<file path="src/status_pkg.sv">
package status_pkg;

  // ====================
  // counters
  localparam int FRAME_CNT_W = 16;  // pixels per frame and drop total

  // ====================
  // board leds
  localparam int LED_W = 4;              // led bus width
  localparam logic LED_ON  = 1'b0;       // leds sink current, lit when low
  localparam logic LED_OFF = ~LED_ON;

  // bit positions on the led bus
  localparam int LED_ONLINE = 0;  // usb enumerated
  localparam int LED_OVF    = 1;  // sticky overflow
  localparam int LED_SPARE  = 2;  // unused, held dark
  localparam int LED_RUN    = 3;  // out of reset

endpackage

</file>
<file path="src/status_ctrl.sv">
`timescale 1ns/1ps

module status_ctrl (
  input  logic                               ulpi_clk,
  input  logic                               I_rst_n,
  input  logic                               frame_start_i,    // vsync rise
  input  logic                               pixel_written_i,
  input  logic                               pixel_dropped_i,
  input  logic                               usb_online_i,     // controller enumerated
  output logic [status_pkg::FRAME_CNT_W-1:0] frame_pixels_o,   // last frame's total
  output logic [status_pkg::FRAME_CNT_W-1:0] drop_count_o,     // running drops
  output logic                               overflow_o,       // any drop so far
  output logic [status_pkg::LED_W-1:0]       led_o
);

  logic [status_pkg::FRAME_CNT_W-1:0] pix_cnt_q;  // current frame so far
  logic                               run_q;      // set once reset is released

  // ====================
  // frame accounting
  always_ff @(posedge ulpi_clk or negedge I_rst_n) begin
    if (!I_rst_n) begin
      pix_cnt_q      <= '0;
      frame_pixels_o <= '0;
    end else if (frame_start_i) begin
      frame_pixels_o <= pix_cnt_q;  // snapshot ended frame
      // a pixel on the start cycle belongs to the new frame
      pix_cnt_q      <= {{(status_pkg::FRAME_CNT_W-1){1'b0}}, pixel_written_i};
    end else if (pixel_written_i) begin
      pix_cnt_q <= pix_cnt_q + 1'b1;
    end
  end

  // drops and sticky flag
  always_ff @(posedge ulpi_clk or negedge I_rst_n) begin
    if (!I_rst_n) begin
      drop_count_o <= '0;
      overflow_o   <= 1'b0;
      run_q        <= 1'b0;
    end else begin
      run_q <= 1'b1;
      if (pixel_dropped_i) begin
        drop_count_o <= drop_count_o + 1'b1;
        overflow_o   <= 1'b1;  // only reset clears it
      end
    end
  end

  // ====================
  // leds, active low
  assign led_o[status_pkg::LED_ONLINE] = usb_online_i ? status_pkg::LED_ON : status_pkg::LED_OFF;
  assign led_o[status_pkg::LED_OVF]    = overflow_o ? status_pkg::LED_ON : status_pkg::LED_OFF;
  assign led_o[status_pkg::LED_SPARE]  = status_pkg::LED_OFF;
  assign led_o[status_pkg::LED_RUN]    = run_q ? status_pkg::LED_ON : status_pkg::LED_OFF;

endmodule

</file>
<file path="config.mk">
export PLATFORM = sky130hd
export DESIGN_NAME = status_ctrl
export DESIGN_NICKNAME = d
export VERILOG_FILES = /design/src/status_pkg.sv /design/src/status_ctrl.sv
export SDC_FILE = /design/constraint.sdc
export NUM_CORES = 1
export LEC_CHECK = 0
export BUFFER_PORTS_ARGS = -buffer_cell sky130_fd_sc_hd__buf_2
export CAP_MARGIN = 30
export CORE_MARGIN = 10
export CORE_UTILIZATION = 35
export DETAILED_ROUTE_END_ITERATION = 8
export GPL_TIMING_DRIVEN = 0
export PLACE_DENSITY = 0.6
export RECOVER_POWER = 100
export SLEW_MARGIN = 20
export SYNTH_ARGS = -nofsm -noshare
export SYNTH_HDL_FRONTEND = slang
export SYNTH_SLANG_ARGS = --single-unit
</file>
<file path="constraint.sdc">
create_clock -name ulpi_clk -period 2.9 [get_ports ulpi_clk]
set_input_delay 0.87 -clock ulpi_clk [delete_from_list [all_inputs] [get_ports ulpi_clk]]
set_output_delay 0.87 -clock ulpi_clk [all_outputs]
set_load 0.05 [all_outputs]
</file>
==> metrics <==
Die Wd 98.3 um; Layout Nets between 200 and 250; top cells by area, synth dfrtp_1, mux2_2, xnor2_1; top cells by count, synth dfrtp_1, mux2_2, nor2_1, xnor2_1, nand2_1; vias in the first global route roughly 1,500; first-pass GRT wire length about 7000 um; Tcrit/Tclk final just over 80%; worst skew pair latency roughly 0.29 ns; Die ar. 9650 um2; slowest stage delay, CP approximately 0.46 ns; crit-path cells buf_2 -> inv_1 -> clkbuf_1; Vias 1,428; # DRC 0; DRT iter0 DRCs between 70 and 80; CTS resizes 0; Synth Flop Type dfrtp_1; ant diodes 0; Overflow after GRT 0; Initial Utilization between 30% and 40%; final wirelength about 4100 um; Ys Warns 0; setup TNS 0 ns; fmax approximately 430 MHz; sequential area share after synthesis between 50% and 60%; Syn Std Cell Area around 2100 um2; flip-flop and latch count after synthesis 50; Slew @ Worst Pin 1.21 ns; RSZ-0062 raised after global routing false; count of cell types in the netlist 31; Area growth syn-to-layout 14.8%; clk buf depth 2; Post-CTS Setup Repair Bufs 0; Avg WL per Cell 13.7 um; core area slightly below 6000 um2; R2R depth 4; run status finished clean; crit path launch type input port; Reg clk slew, reported paths 0.08 ns; CP max FO 1; FP Rows 28; PwrDens between 600 and 700 nW/um2; clock net sink count 50; clock root buffer clkbuf_8; Total GRT Usage 8.64%; asr flop ratio synth 100%; Synth area leader dfrtp_1; layout cells sized above 1 between 10 and 15%; CP arrival approximately 1.5 ns; DR pass1 iterations 3; Hold Buf Count CTS 0; endpoints failing setup 0; slowest cell on the critical path clkbuf_1; DPL Wire Length between 2000 and 3000 um; top-count cell post-synth dfrtp_1; CTS tree done; crit path time final 2.33 ns; final hold violations 0; Syn Area/Cell 12.0 um2; Vias/cell approximately 4.8; antenna violations before repair 0; Tightest Hold Check Type reg2reg; Vert. Die Dim about 100 um; H-tree levels 2; final-report max-slew violation count 0; Slew Limit Headroom 19.1%; WS Path Type in2out; pre-CTS setup slack ~0.66 ns; share of the synthesized area in the top cell type 58.4%; Leak between 1 and 1.5 nW; CTS buffer count 5; Antenna Nets Post-Route 0; port bufs 38; Peak supply drop between 0.8 and 0.9 mV; Mapped Cells ~180; Final WS setup 0.568 ns; WP data required between 2 and 2.5 ns; Tot Pwr roughly 1.6 mW; pin count of the biggest net entering global routing 51; number of flops mapped to enable cells by yosys 0; number of max-cap violations 0; CP endpoint kind primary output; Hold Path Stages 1; RD Place Congestion a little over 0.7; Worst Skew approximately 0.0061 ns; Ports 43
-- cells by family after synthesis --
kind of cell             share of synthesized area (%)
AO/OA/AOI/OAI                                     1.58
XOR/XNOR                                          10.6
adder cells (fa/ha/maj)                           1.17
buffers and inverters                             2.39
flip-flops                                        58.4
multiplexers                                      9.92
other                                            0.175
AND/OR/NAND/NOR                                   15.8
-- critical path, delay by kind of cell --
family,cells,cell delay [ns]
buffers and inverters,3,0.59
-- cell usage in the layout (no fill, tap or decap), types with 2 or more instances in the layout --
| cell | instances |
|---|---|
| dfrtp_1 | 50 |
| clkbuf_1 | 43 |
| xnor2_1 | 17 |
| nor2_1 | 17 |
| mux2_2 | 17 |
| nand2_1 | 11 |
| xor2_1 | 9 |
| nand3_1 | 8 |
| nand4_1 | 7 |
| clkbuf_8 | 6 |
| inv_1 | 5 |
| nor3_1 | 4 |
| nor4_1 | 4 |
| a21oi_1 | 3 |
| and3_1 | 3 |
| o21ai_0 | 2 |
| nand2b_1 | 2 |
| ha_1 | 2 |
| conb_1 | 2 |
-- per-stage QoR --
step                      instances  hold slack, ns  instance area [um2]  util, %
after floorplan                 179           0.495                 2150        -
after global placement          292           0.458                 2430     41.1
after detailed placement        292           0.459                 2430     41.1
after CTS                       300           0.478                 2520     42.6
after global routing            300           0.499                 2460     41.5
final                           300           0.477                 2460     41.5
-- state kept, by name (all words and copies together) (netlist names) --
register        cells
frame_pixels_o     16
run_q               1
overflow_o          1
drop_count_o       16
pix_cnt_q          16
-- routing by layer --
layer	global-route usage, %	part of all wire, %	vias up
li1	-	-	688
met1	10.4	46	697
met2	14.0	46	37
met3	3.52	6.7	6
met4	2.21	0.85	0
met5	0	0	-
-- cell type report --
cell class / count / area [um2]
inverters: 5 / 18.8
well taps: 75 / 93.8
repair buffers: 38 / 145
clock buffers: 7 / 86.3
fillers: 616 / 3460
multi-input cells: 117 / 830
plain buffers: 7 / 30.0
flip-flops and latches: 50 / 1250
clock inverters: 1 / 5.00
-- power breakdown --
group	leakage [nW]	switching [mW]	internal, mW
clock	0.0482	0.218	0.193
sequential	0.673	0.0719	0.756
combinational	0.384	0.282	0.0845
-- path summary, 6_finish.rpt --
path / end / slack [ns] / from
setup / recovery: led_o[0] / 0.57 / usb_online_i
hold / removal: drop_count_o[15] / 0.48 / drop_count_o[15]
setup reg to reg: pix_cnt_q[15] / 1.08 / pix_cnt_q[3]
hold reg to reg: drop_count_o[15] / 0.48 / drop_count_o[15]
max in group asynchronous: run_q / 1.34 / I_rst_n
min in group asynchronous: frame_pixels_o[13] / 0.81 / I_rst_n
Note: power is estimated with default switching activity, not from simulation.
