===== config.mk =====
export PLATFORM = sky130hd
export DESIGN_NAME = pixel_decode
export DESIGN_NICKNAME = d
export VERILOG_FILES = /design/src/stream_pkg.sv /design/src/pixel_decode.sv
export SDC_FILE = /design/constraint.sdc
export NUM_CORES = 1
export LEC_CHECK = 0
export ABC_AREA = 1
export ABC_CLOCK_PERIOD_IN_PS = 800
export BUFFER_PORTS_ARGS = -buffer_cell sky130_fd_sc_hd__buf_2
export CORE_MARGIN = 1.5
export CORE_UTILIZATION = 38
export CTS_CLUSTER_SIZE = 8
export DETAILED_ROUTE_END_ITERATION = 16
export PLACE_DENSITY = 0.84
export SLEW_MARGIN = 25
export SYNTH_ARGS = -nofsm -noshare
export SYNTH_HDL_FRONTEND = slang
export SYNTH_SLANG_ARGS = --single-unit
export TNS_END_PERCENT = 50

===== constraint.sdc =====
create_clock -name ulpi_clk -period 0.8 [get_ports ulpi_clk]
set_clock_uncertainty 0.1 [all_clocks]
set_input_delay 0 -clock ulpi_clk [delete_from_list [all_inputs] [get_ports ulpi_clk]]
set_output_delay 0 -clock ulpi_clk [all_outputs]
set_load 0.01 [all_outputs]

===== src/stream_pkg.sv =====
package stream_pkg;

  // ====================
  // datapath widths
  localparam int PIXEL_W = 16;    // rgb565 camera word
  localparam int BYTE_W  = 8;     // usb data byte
  localparam int LEN_W   = 12;    // txdat_len field of the device controller

  // ====================
  // fifo geometry
  localparam int FIFO_BYTES = 1024;                  // total byte capacity
  localparam int CNT_W      = 11;                    // 0..1024 inclusive
  localparam int ADDR_W     = $clog2(FIFO_BYTES);    // byte address
  localparam logic [CNT_W-1:0] FIFO_DEPTH = CNT_W'(FIFO_BYTES);
  localparam logic [CNT_W-1:0] WORD_BYTES = CNT_W'(PIXEL_W / BYTE_W);  // bytes per pixel

  // ====================
  // bulk packet
  localparam int PKT_BYTES = 512;                    // bytes per packet, also start threshold
  localparam int PKT_IDX_W = $clog2(PKT_BYTES);      // byte index inside a packet
  localparam logic [CNT_W-1:0]     PKT_THRESH = CNT_W'(PKT_BYTES);
  localparam logic [LEN_W-1:0]     PKT_LEN    = LEN_W'(PKT_BYTES);
  localparam logic [PKT_IDX_W-1:0] PKT_LAST   = PKT_IDX_W'(PKT_BYTES - 1);

  // packet sender states
  typedef enum logic {
    TX_IDLE,  // corked until a full packet is buffered
    TX_SEND   // packet open, host pops bytes
  } tx_state_e;

endpackage


===== src/pixel_decode.sv =====
`timescale 1ns/1ps

module pixel_decode (
  input  logic                         ulpi_clk,
  input  logic                         I_rst_n,
  input  logic                         cam_vsync_i,        // frame sync level
  input  logic                         cam_de_i,           // pixel valid
  input  logic [stream_pkg::PIXEL_W-1:0] cam_data_i,       // camera byte order
  input  logic                         fifo_almost_full_i, // no room for another pixel
  output logic                         wr_en_o,            // fifo word write
  output logic [stream_pkg::PIXEL_W-1:0] wr_data_o,        // r,g,b packed
  output logic                         frame_start_o,      // one cycle per vsync rise
  output logic                         pixel_written_o,    // pixel went into fifo
  output logic                         pixel_dropped_o     // pixel lost to a full fifo
);

  logic vsync_q;  // previous vsync sample
  logic accept;   // pixel present and fifo has room

  assign accept = cam_de_i & ~fifo_almost_full_i;

  // ====================
  // control strobes
  always_ff @(posedge ulpi_clk or negedge I_rst_n) begin
    if (!I_rst_n) begin
      vsync_q         <= 1'b0;
      frame_start_o   <= 1'b0;
      wr_en_o         <= 1'b0;
      pixel_written_o <= 1'b0;
      pixel_dropped_o <= 1'b0;
    end else begin
      vsync_q         <= cam_vsync_i;
      frame_start_o   <= cam_vsync_i & ~vsync_q;      // rising edge only
      wr_en_o         <= accept;
      pixel_written_o <= accept;                      // status sees same event as fifo
      pixel_dropped_o <= cam_de_i & fifo_almost_full_i;
    end
  end

  // ====================
  // colour reorder
  // camera puts red in the low field and blue on top, usb side wants r,g,b msb first
  always_ff @(posedge ulpi_clk) begin
    if (cam_de_i) begin
      wr_data_o <= {cam_data_i[4:0],     // red
                    cam_data_i[10:5],    // green
                    cam_data_i[15:11]};  // blue
    end
  end

endmodule


==> flow_metrics.env <==
export IMPL_cts_sink_count=20
export IMPL_drc=0
export IMPL_worst_path_buf_inv=1
export IMPL_fin_hold_ws_ns=-0.00687
export IMPL_gp_congestion=0.657
export IMPL_syn_area_sq_um=613
export IMPL_layout_drive_gt1_share=0.500
export IMPL_synth_seq_area_share=0.947
export IMPL_rows=14
export IMPL_grt_max_degree=19
export IMPL_path_clk_slew_ns=0.11
export IMPL_min_path_type="primary input to flip-flop"
export IMPL_min_from="cam_de_i"
export IMPL_rsz0062_at_grt="true"
export IMPL_synth_area_leaders="edfxtp_1, dfrtp_1, inv_1"
export IMPL_slew_violations=0
export IMPL_rrSetupSlack_ns=0.17
export IMPL_numCtsBuffers=3
export IMPL_clockBufferDepth=2
export IMPL_worstMarginPinSlew_ns=0.363
export IMPL_cp_arrival_ns=0.84
export IMPL_cts_root_buffer="clkbuf_4"
export IMPL_async_flop_share=0.200
export IMPL_synth_edf_count=16
export IMPL_grt_pass1_vias=462
export IMPL_port_buffers=40
export IMPL_period_share=1.17
export IMPL_slowest_stage="edfxtp_1"
export IMPL_track_usage=0.158
export IMPL_final_net_count=112
export IMPL_firstDrtPassIters=3
export IMPL_via_count=455
export IMPL_initial_core_util=0.407
export IMPL_fin_tns_setup_ns=-2.28
export IMPL_via_per_inst=4.29
export IMPL_whs_path_depth=3
export IMPL_drt_iter0_markers=11
export IMPL_start_kind="flip-flop"
export IMPL_p_leak_uw=0.000505
export IMPL_areaGrowthSynthToFinish_pct=76.3
export IMPL_violations="negative hold slack, negative setup slack"
export IMPL_p_per_area_nw_per_um2=2110
export IMPL_wl_per_cell_um=13.2
export IMPL_grt_pass1_wl_mm=2.06
export IMPL_end_kind="output port"
export IMPL_holdPathEnd="pixel_dropped_o"
export IMPL_hold_violations=1
export IMPL_design_area_sq_um=1080
export IMPL_yosysMostFrequentCell="edfxtp_1"
export IMPL_cp_max_fo=1
export IMPL_cts_tree="built"
export IMPL_min_period_ns=0.937
export IMPL_synth_area_leader_cell="edfxtp_1"
export IMPL_yosysWarnings=0
export IMPL_placed_cell_area_sq_um=826
export IMPL_htree_num_levels=1
export IMPL_die_w_um=43.2
export IMPL_n_antenna_cell=0
export IMPL_synth_cell_types=7
export IMPL_vdd_ir_drop_max_uv=1330
export IMPL_syn_nets=48
export IMPL_dieArea_sq_um=1860
export IMPL_total_power_uw=2290
export IMPL_synthCells=27
export IMPL_ys_top_cells_by_count="edfxtp_1, dfrtp_1, inv_1"
export IMPL_wl_mm=1.39
export IMPL_critPathMaxStageDelay_ns=0.39
export IMPL_setup_violations=20
export IMPL_synth_top_area_frac=0.784
export IMPL_timing_rr_end="frame_start_o"
export IMPL_max_slew_margin_rel=0.758
export IMPL_die_h_um=43.2
export IMPL_core_sq_um=1510
export IMPL_max_freq_ghz=1.07
export IMPL_critPathRequiredTime_ns=0.70
export IMPL_crit_type="flip-flop to output port"
export IMPL_crit_family="flip-flops"
export IMPL_reg2reg_depth=1
export IMPL_io_pins=41
export IMPL_timing_final_ws_setup_ns=-0.137
export IMPL_crit_chain="buf_2"
export IMPL_grt_overflow_total=0
export IMPL_syn_mean_instance_area_sq_um=22.7
export IMPL_ys_ff_latch=20
export IMPL_r2r_start="vsync_q"
export IMPL_drv_cap=0
export IMPL_run_status="complete, but fails checks"
export IMPL_antenna_found_initial=0
export IMPL_clk_latency_ns=0.29
export IMPL_synth_flop_cell="edfxtp_1"
export IMPL_fillers=97
export IMPL_ant_nets=0
-- kinds of logic after synthesis --
group                  after synthesis  share of synthesized area
DFF                                 20                      0.947
buffers and inverters                4                     0.0306
and+or+nand+nor                      3                     0.0224
-- worst max path at each step --
stage,start,to,slack [ns],cells after the start
2_1_floorplan,pixel_written_o,wr_en_o,0.16,1
3_3_place_gp,cam_de_i,wr_data_o[3],0.05,1
3_5_place_dp,cam_de_i,wr_data_o[5],0.02,1
4_1_cts,pixel_written_o,wr_en_o,-0.15,1
5_1_grt,pixel_written_o,pixel_written_o,-0.19,1
6_report,wr_data_o[9],wr_data_o[9],-0.14,1
-- per-stage QoR --
| step | hold WS, ns | utilization | cells | setup slack [ns] |
|---|---|---|---|---|
| after detailed placement | -0.290 | 0.548 | 82 | 0.0205 |
| after CTS | -0.00347 | 0.716 | 106 | -0.148 |
| after global routing | 0.0135 | 0.718 | 106 | -0.185 |
| after floorplan | -0.396 | - | 27 | 0.161 |
| after global placement | -0.294 | 0.548 | 82 | 0.0455 |
| final | -0.00687 | 0.718 | 106 | -0.137 |
-- placed cells by master, fill, tap and decap left out, drive strengths merged --
cell	Yosys	routed
inv	3	3
nor2	2	2
edfxtp	16	16
dlygate4sd3	0	20
dfrtp	4	4
buf	1	40
nand2	1	1
clkbuf	0	3
bufinv	0	1
-- metal layers --
layer / GRT usage / part of all wire
met4: 0.0364 / 0
met3: 0.0553 / 0.10
met1: 0.205 / 0.42
met2: 0.257 / 0.47
met5: 0 / 0
-- sequential cells by signal (all words and copies together), names as in the netlist --
signal,flops
frame_start_o,1
wr_data_o,16
pixel_dropped_o,1
pixel_written_o,1
vsync_q,1
-- final cells by class --
| cell class | instances | area (sq um) | share of cell area |
|---|---|---|---|
| clock buffers | 3 | 22.5 | 0.0208 |
| clock inverters | 1 | 30.0 | 0.0278 |
| inverters | 3 | 11.3 | 0.0104 |
| multi-input cells | 3 | 13.8 | 0.0127 |
| flip-flops and latches | 20 | 581 | 0.537 |
| well taps | 16 | 20.0 | 0.0185 |
| repair buffers | 60 | 403 | 0.373 |
-- power by group --
| group | total, uW | internal, uW | switching (uW) |
|---|---|---|---|
| combinational | 265 | 150 | 115 |
| sequential | 1230 | 1210 | 21.1 |
| clock | 793 | 506 | 287 |
-- repair_timing --
action / in CTS / in global routing
gates resized for setup: 0 / 1
hold endpoints to repair: 24 / 0
setup buffers: 0 / 0
hold buffers: 20 / 0
setup endpoints to repair: 20 / 24
Note: power is estimated with default switching activity, not from simulation.
