==> src/stream_pkg.sv <==
package stream_pkg;

  // ====================
  // datapath widths
  localparam int PIXEL_W = 16;    // rgb565 camera word
  localparam int BYTE_W  = 8;     // usb data byte
  localparam int LEN_W   = 12;    // txdat_len field of the device controller

  // ====================
  // fifo geometry
  localparam int FIFO_BYTES = 1024;                  // total byte capacity
  localparam int CNT_W      = 11;                    // 0..1024 inclusive
  localparam int ADDR_W     = $clog2(FIFO_BYTES);    // byte address
  localparam logic [CNT_W-1:0] FIFO_DEPTH = CNT_W'(FIFO_BYTES);
  localparam logic [CNT_W-1:0] WORD_BYTES = CNT_W'(PIXEL_W / BYTE_W);  // bytes per pixel

  // ====================
  // bulk packet
  localparam int PKT_BYTES = 512;                    // bytes per packet, also start threshold
  localparam int PKT_IDX_W = $clog2(PKT_BYTES);      // byte index inside a packet
  localparam logic [CNT_W-1:0]     PKT_THRESH = CNT_W'(PKT_BYTES);
  localparam logic [LEN_W-1:0]     PKT_LEN    = LEN_W'(PKT_BYTES);
  localparam logic [PKT_IDX_W-1:0] PKT_LAST   = PKT_IDX_W'(PKT_BYTES - 1);

  // packet sender states
  typedef enum logic {
    TX_IDLE,  // corked until a full packet is buffered
    TX_SEND   // packet open, host pops bytes
  } tx_state_e;

endpackage

==> src/packet_tx.sv <==
`timescale 1ns/1ps

module packet_tx (
  input  logic                          ulpi_clk,
  input  logic                          I_rst_n,
  input  logic [stream_pkg::CNT_W-1:0]  byte_count_i,  // fifo occupancy
  input  logic [stream_pkg::BYTE_W-1:0] head_byte_i,   // fifo head, fall-through
  input  logic                          txpop_i,       // controller takes a byte
  output logic                          rd_en_o,       // fifo pop
  output logic [stream_pkg::BYTE_W-1:0] txdat_o,
  output logic                          txval_o,       // packet in progress
  output logic                          txcork_o,      // nothing to send yet
  output logic [stream_pkg::LEN_W-1:0]  txdat_len_o,   // fixed bulk length
  output logic                          pkt_done_o     // last byte of packet
);

  stream_pkg::tx_state_e state_q;
  stream_pkg::tx_state_e state_d;

  logic [stream_pkg::PKT_IDX_W-1:0] byte_idx_q;  // bytes popped in this packet
  logic                             pkt_ready;   // a full packet is buffered
  logic                             sending;
  logic                             last_byte;

  assign pkt_ready = byte_count_i >= stream_pkg::PKT_THRESH;
  assign sending   = state_q == stream_pkg::TX_SEND;
  assign last_byte = byte_idx_q == stream_pkg::PKT_LAST;

  // ====================
  // controller side
  assign txdat_o     = head_byte_i;           // byte valid with the pop
  assign txdat_len_o = stream_pkg::PKT_LEN;   // always a full packet
  assign txval_o     = sending;
  assign rd_en_o     = txpop_i & sending;     // pops while idle go nowhere
  assign pkt_done_o  = rd_en_o & last_byte;   // same cycle as the 512th pop

  // uncorked as soon as idle sees a packet's worth, and for the whole packet after
  always_comb begin
    if (sending) begin
      txcork_o = 1'b0;
    end else begin
      txcork_o = ~pkt_ready;
    end
  end

  // ====================
  // sender fsm
  always_comb begin
    state_d = state_q;
    case (state_q)
      stream_pkg::TX_IDLE: begin
        if (pkt_ready) begin
          state_d = stream_pkg::TX_SEND;  // open packet next edge
        end
      end
      stream_pkg::TX_SEND: begin
        if (pkt_done_o) begin
          state_d = stream_pkg::TX_IDLE;  // re-evaluate threshold
        end
      end
      default: state_d = stream_pkg::TX_IDLE;
    endcase
  end

  always_ff @(posedge ulpi_clk or negedge I_rst_n) begin
    if (!I_rst_n) begin
      state_q <= stream_pkg::TX_IDLE;
    end else begin
      state_q <= state_d;
    end
  end

  // byte index, wraps to zero right after the last byte
  always_ff @(posedge ulpi_clk or negedge I_rst_n) begin
    if (!I_rst_n) begin
      byte_idx_q <= '0;
    end else if (!sending) begin
      byte_idx_q <= '0;  // fresh count per packet
    end else if (rd_en_o) begin
      byte_idx_q <= byte_idx_q + 1'b1;
    end
  end

endmodule

==> config.mk <==
export PLATFORM = sky130hd
export DESIGN_NAME = packet_tx
export DESIGN_NICKNAME = d
export VERILOG_FILES = /design/src/stream_pkg.sv /design/src/packet_tx.sv
export SDC_FILE = /design/constraint.sdc
export NUM_CORES = 1
export LEC_CHECK = 0
export BUFFER_PORTS_ARGS = -buffer_cell sky130_fd_sc_hd__buf_2
export CAP_MARGIN = 20
export CORE_UTILIZATION = 36
export DETAILED_ROUTE_END_ITERATION = 10
export PLACE_DENSITY = 0.74
export SYNTH_ARGS = -nofsm -noshare
export SYNTH_HDL_FRONTEND = slang
export SYNTH_SLANG_ARGS = --single-unit
==> constraint.sdc <==
create_clock -name ulpi_clk -period 1.5 [get_ports ulpi_clk]
set_clock_uncertainty 0.2 [all_clocks]
set_input_delay 0.075 -clock ulpi_clk [delete_from_list [all_inputs] [get_ports ulpi_clk]]
set_output_delay 0.075 -clock ulpi_clk [all_outputs]
set_load 0.01 [all_outputs]
==> impl_metrics.env <==
export IMPL_failed_checks="setup timing"
export IMPL_port_buffers=8
export IMPL_irDropWorstVdd_mv=0.979
export IMPL_cts_tree="done"
export IMPL_leakage_uw=0.000374
export IMPL_drt_iter0_markers=3
export IMPL_fp_dieH_um=45.3
export IMPL_gp_congestion=0.732
export IMPL_fin_tns_setup_ns=-0.346
export IMPL_cp_max_fo=2
export IMPL_finalWirelength_um=1160
export IMPL_vias=490
export IMPL_core_area_um2=1750
export IMPL_syn_cell_area_um2=674
export IMPL_viasPerCell=4.41
export IMPL_worst_slack_ns=-0.242
export IMPL_layout_drive_gt1_share_pct=29.1
export IMPL_grt_max_degree=14
export IMPL_ys_seq_elements=10
export IMPL_totalPowerFinal_uw=1160
export IMPL_syn_area_per_cell_um2=9.63
export IMPL_routedWlPerCell_um=10.5
export IMPL_die_w_um=45.3
export IMPL_setup_viol=3
export IMPL_rsz0062_at_grt="true"
export IMPL_timing_final_crit_period_ns=1.74
export IMPL_antenna_found_initial=0
export IMPL_nNetsFinal=111
export IMPL_start_kind="flip-flop"
export IMPL_initial_core_util_pct=38.6
export IMPL_synthCells=70
export IMPL_num_io_pins=46
export IMPL_fin_area_um2=850
export IMPL_first_pass_iters=3
export IMPL_ant_nets=0
export IMPL_power_density_nw_per_um2=1370
export IMPL_required_ns=1.22
export IMPL_grt_pass1_vias=407
export IMPL_grt_use_total_pct=11.4
export IMPL_cts_root_buf="clkbuf_4"
export IMPL_htreeDepth=1
export IMPL_path_clk_slew_ns=0.07
export IMPL_placed_area_um2=652
export IMPL_hold_violations=0
export IMPL_ys_seq_area_share_pct=37.1
export IMPL_clock_fmax_ghz=0.574
export IMPL_grt_pass1_wl_um=1730
export IMPL_max_cap_viol_count=0
export IMPL_cts_sinks=10
export IMPL_clk_path_buf_depth=2
export IMPL_outcome="finished, violations left"
export IMPL_antennaDiodeCount=0
export IMPL_clk_latency_ns=0.26
export IMPL_period_share_pct=116
export IMPL_min_path_type="in2async"
export IMPL_ys_warnings_count=0
export IMPL_drc=0
export IMPL_yosysUniqueCellTypes=21
export IMPL_grt_overflow_total=0
export IMPL_num_rows=15
export IMPL_critPathCaptureType="output port"
export IMPL_area_growth_syn_to_layout_pct=26.0
export IMPL_crit_type="reg2out"
export IMPL_cts_buffers=3
export IMPL_whs_ns=0.00273
export IMPL_maxSlewViolCount=0
export IMPL_dpl_worst_slack_ns=0.00723
export IMPL_die_area_um2=2050
export IMPL_critPathArrivalTime_ns=1.47
worst paths after layout:
| check | from | end | slack, ns | cells after the start |
|---|---|---|---|---|
| worst max-delay path | byte_idx_q[0] | pkt_done_o | -0.24 | 6 |
| worst min-delay path | I_rst_n | byte_idx_q[3] | 0.003 | 2 |
| worst max register to register | byte_idx_q[0] | byte_idx_q[6] | -0.07 | 6 |
| worst min register to register | byte_idx_q[6] | byte_idx_q[6] | 0.37 | 2 |
| max in group asynchronous | I_rst_n | txval_o | 0.88 | 2 |
| min in group ulpi_clk | txpop_i | byte_idx_q[8] | 0.06 | 3 |
flip-flops by register name, summed over array words and instances (netlist names):
signal,cells
txval_o,1
byte_idx_q,9
through the flow:
stage | util, % | std cells
2_1_floorplan | - | 80
3_3_place_gp | 37.3 | 94
3_5_place_dp | 37.3 | 94
4_1_cts | 46.2 | 110
5_1_grt | 48.7 | 111
6_report | 48.7 | 111
power breakdown:
group	leakage [uW]	switching, uW	internal (uW)
clock	0.0000210	90.5	147
sequential	0.000122	110	359
combinational	0.000231	190	266
cells in the final DEF, fill, tap and decap left out, drive strengths merged, types with 4 or more instances in the layout:
master,Yosys,final
and2,5,5
conb,2,12
buf,21,13
dfrtp,10,10
clkbuf,1,4
dlygate4sd3,0,11
layout make-up:
class                      count  area [um2]
multi-input combinational     48         333
tap                           25        31.3
fill                         165         896
sequential                    10         251
timing repair buffer          24         198
clock buffer                   4        36.3
per-layer routing:
metal	part of all wire (%)	up-vias	global-route usage, %
li1	-	230	-
met1	40	233	13.2
met2	55	27	22.6
met3	5.3	0	1.20
met4	0	0	1.82
met5	0	-	0
synth_stat cells:
cell | instances | area, um2
nand4_4 | 1 | 21.3
and3_1 | 1 | 6.26
dfrtp_1 | 10 | 250
nand2_1 | 2 | 7.51
nor2_1 | 2 | 7.51
conb_1 | 2 | 7.51
mux2i_1 | 2 | 20.0
clkbuf_1 | 1 | 3.75
nand4_1 | 2 | 12.5
ha_1 | 2 | 25.0
xnor2_1 | 3 | 26.3
a21boi_0 | 1 | 7.51
xor2_1 | 1 | 8.76
a21boi_1 | 2 | 15.0
and2_1 | 5 | 31.3
nor2b_1 | 2 | 12.5
buf_4 | 21 | 158
or3_1 | 3 | 18.8
nor3_1 | 1 | 5.00
nand3_1 | 3 | 15.0
o21ai_0 | 3 | 15.0
critical path, stage by stage, from the launching register on:
cell and delay, ns:
dfrtp_1 0.40, ha_4 0.16, nand3_2 0.07, nor2_2 0.13
ha_2 0.17, and3_4 0.18, buf_6 0.10
logic make-up after synthesis:
group	after synthesis	synth area share (%)
adders and majority gates	2	3.71
DFF	10	37.1
other	2	1.11
muxes	2	2.97
buffers and inverters	22	23.9
xor gates and xnor gates	4	5.20
and+or+nand+nor	22	20.4
AOI/OAI and AO/OA	6	5.56
timing repair:
action,in CTS,in global routing
buffers inserted,1,2
endpoints found under the hold margin,19,0
resized for setup,1,8
hold buffers,11,0
setup endpoints to repair,3,4
cloned,0,0
pin swaps,1,5
Note: power is estimated with default switching activity, not from simulation.
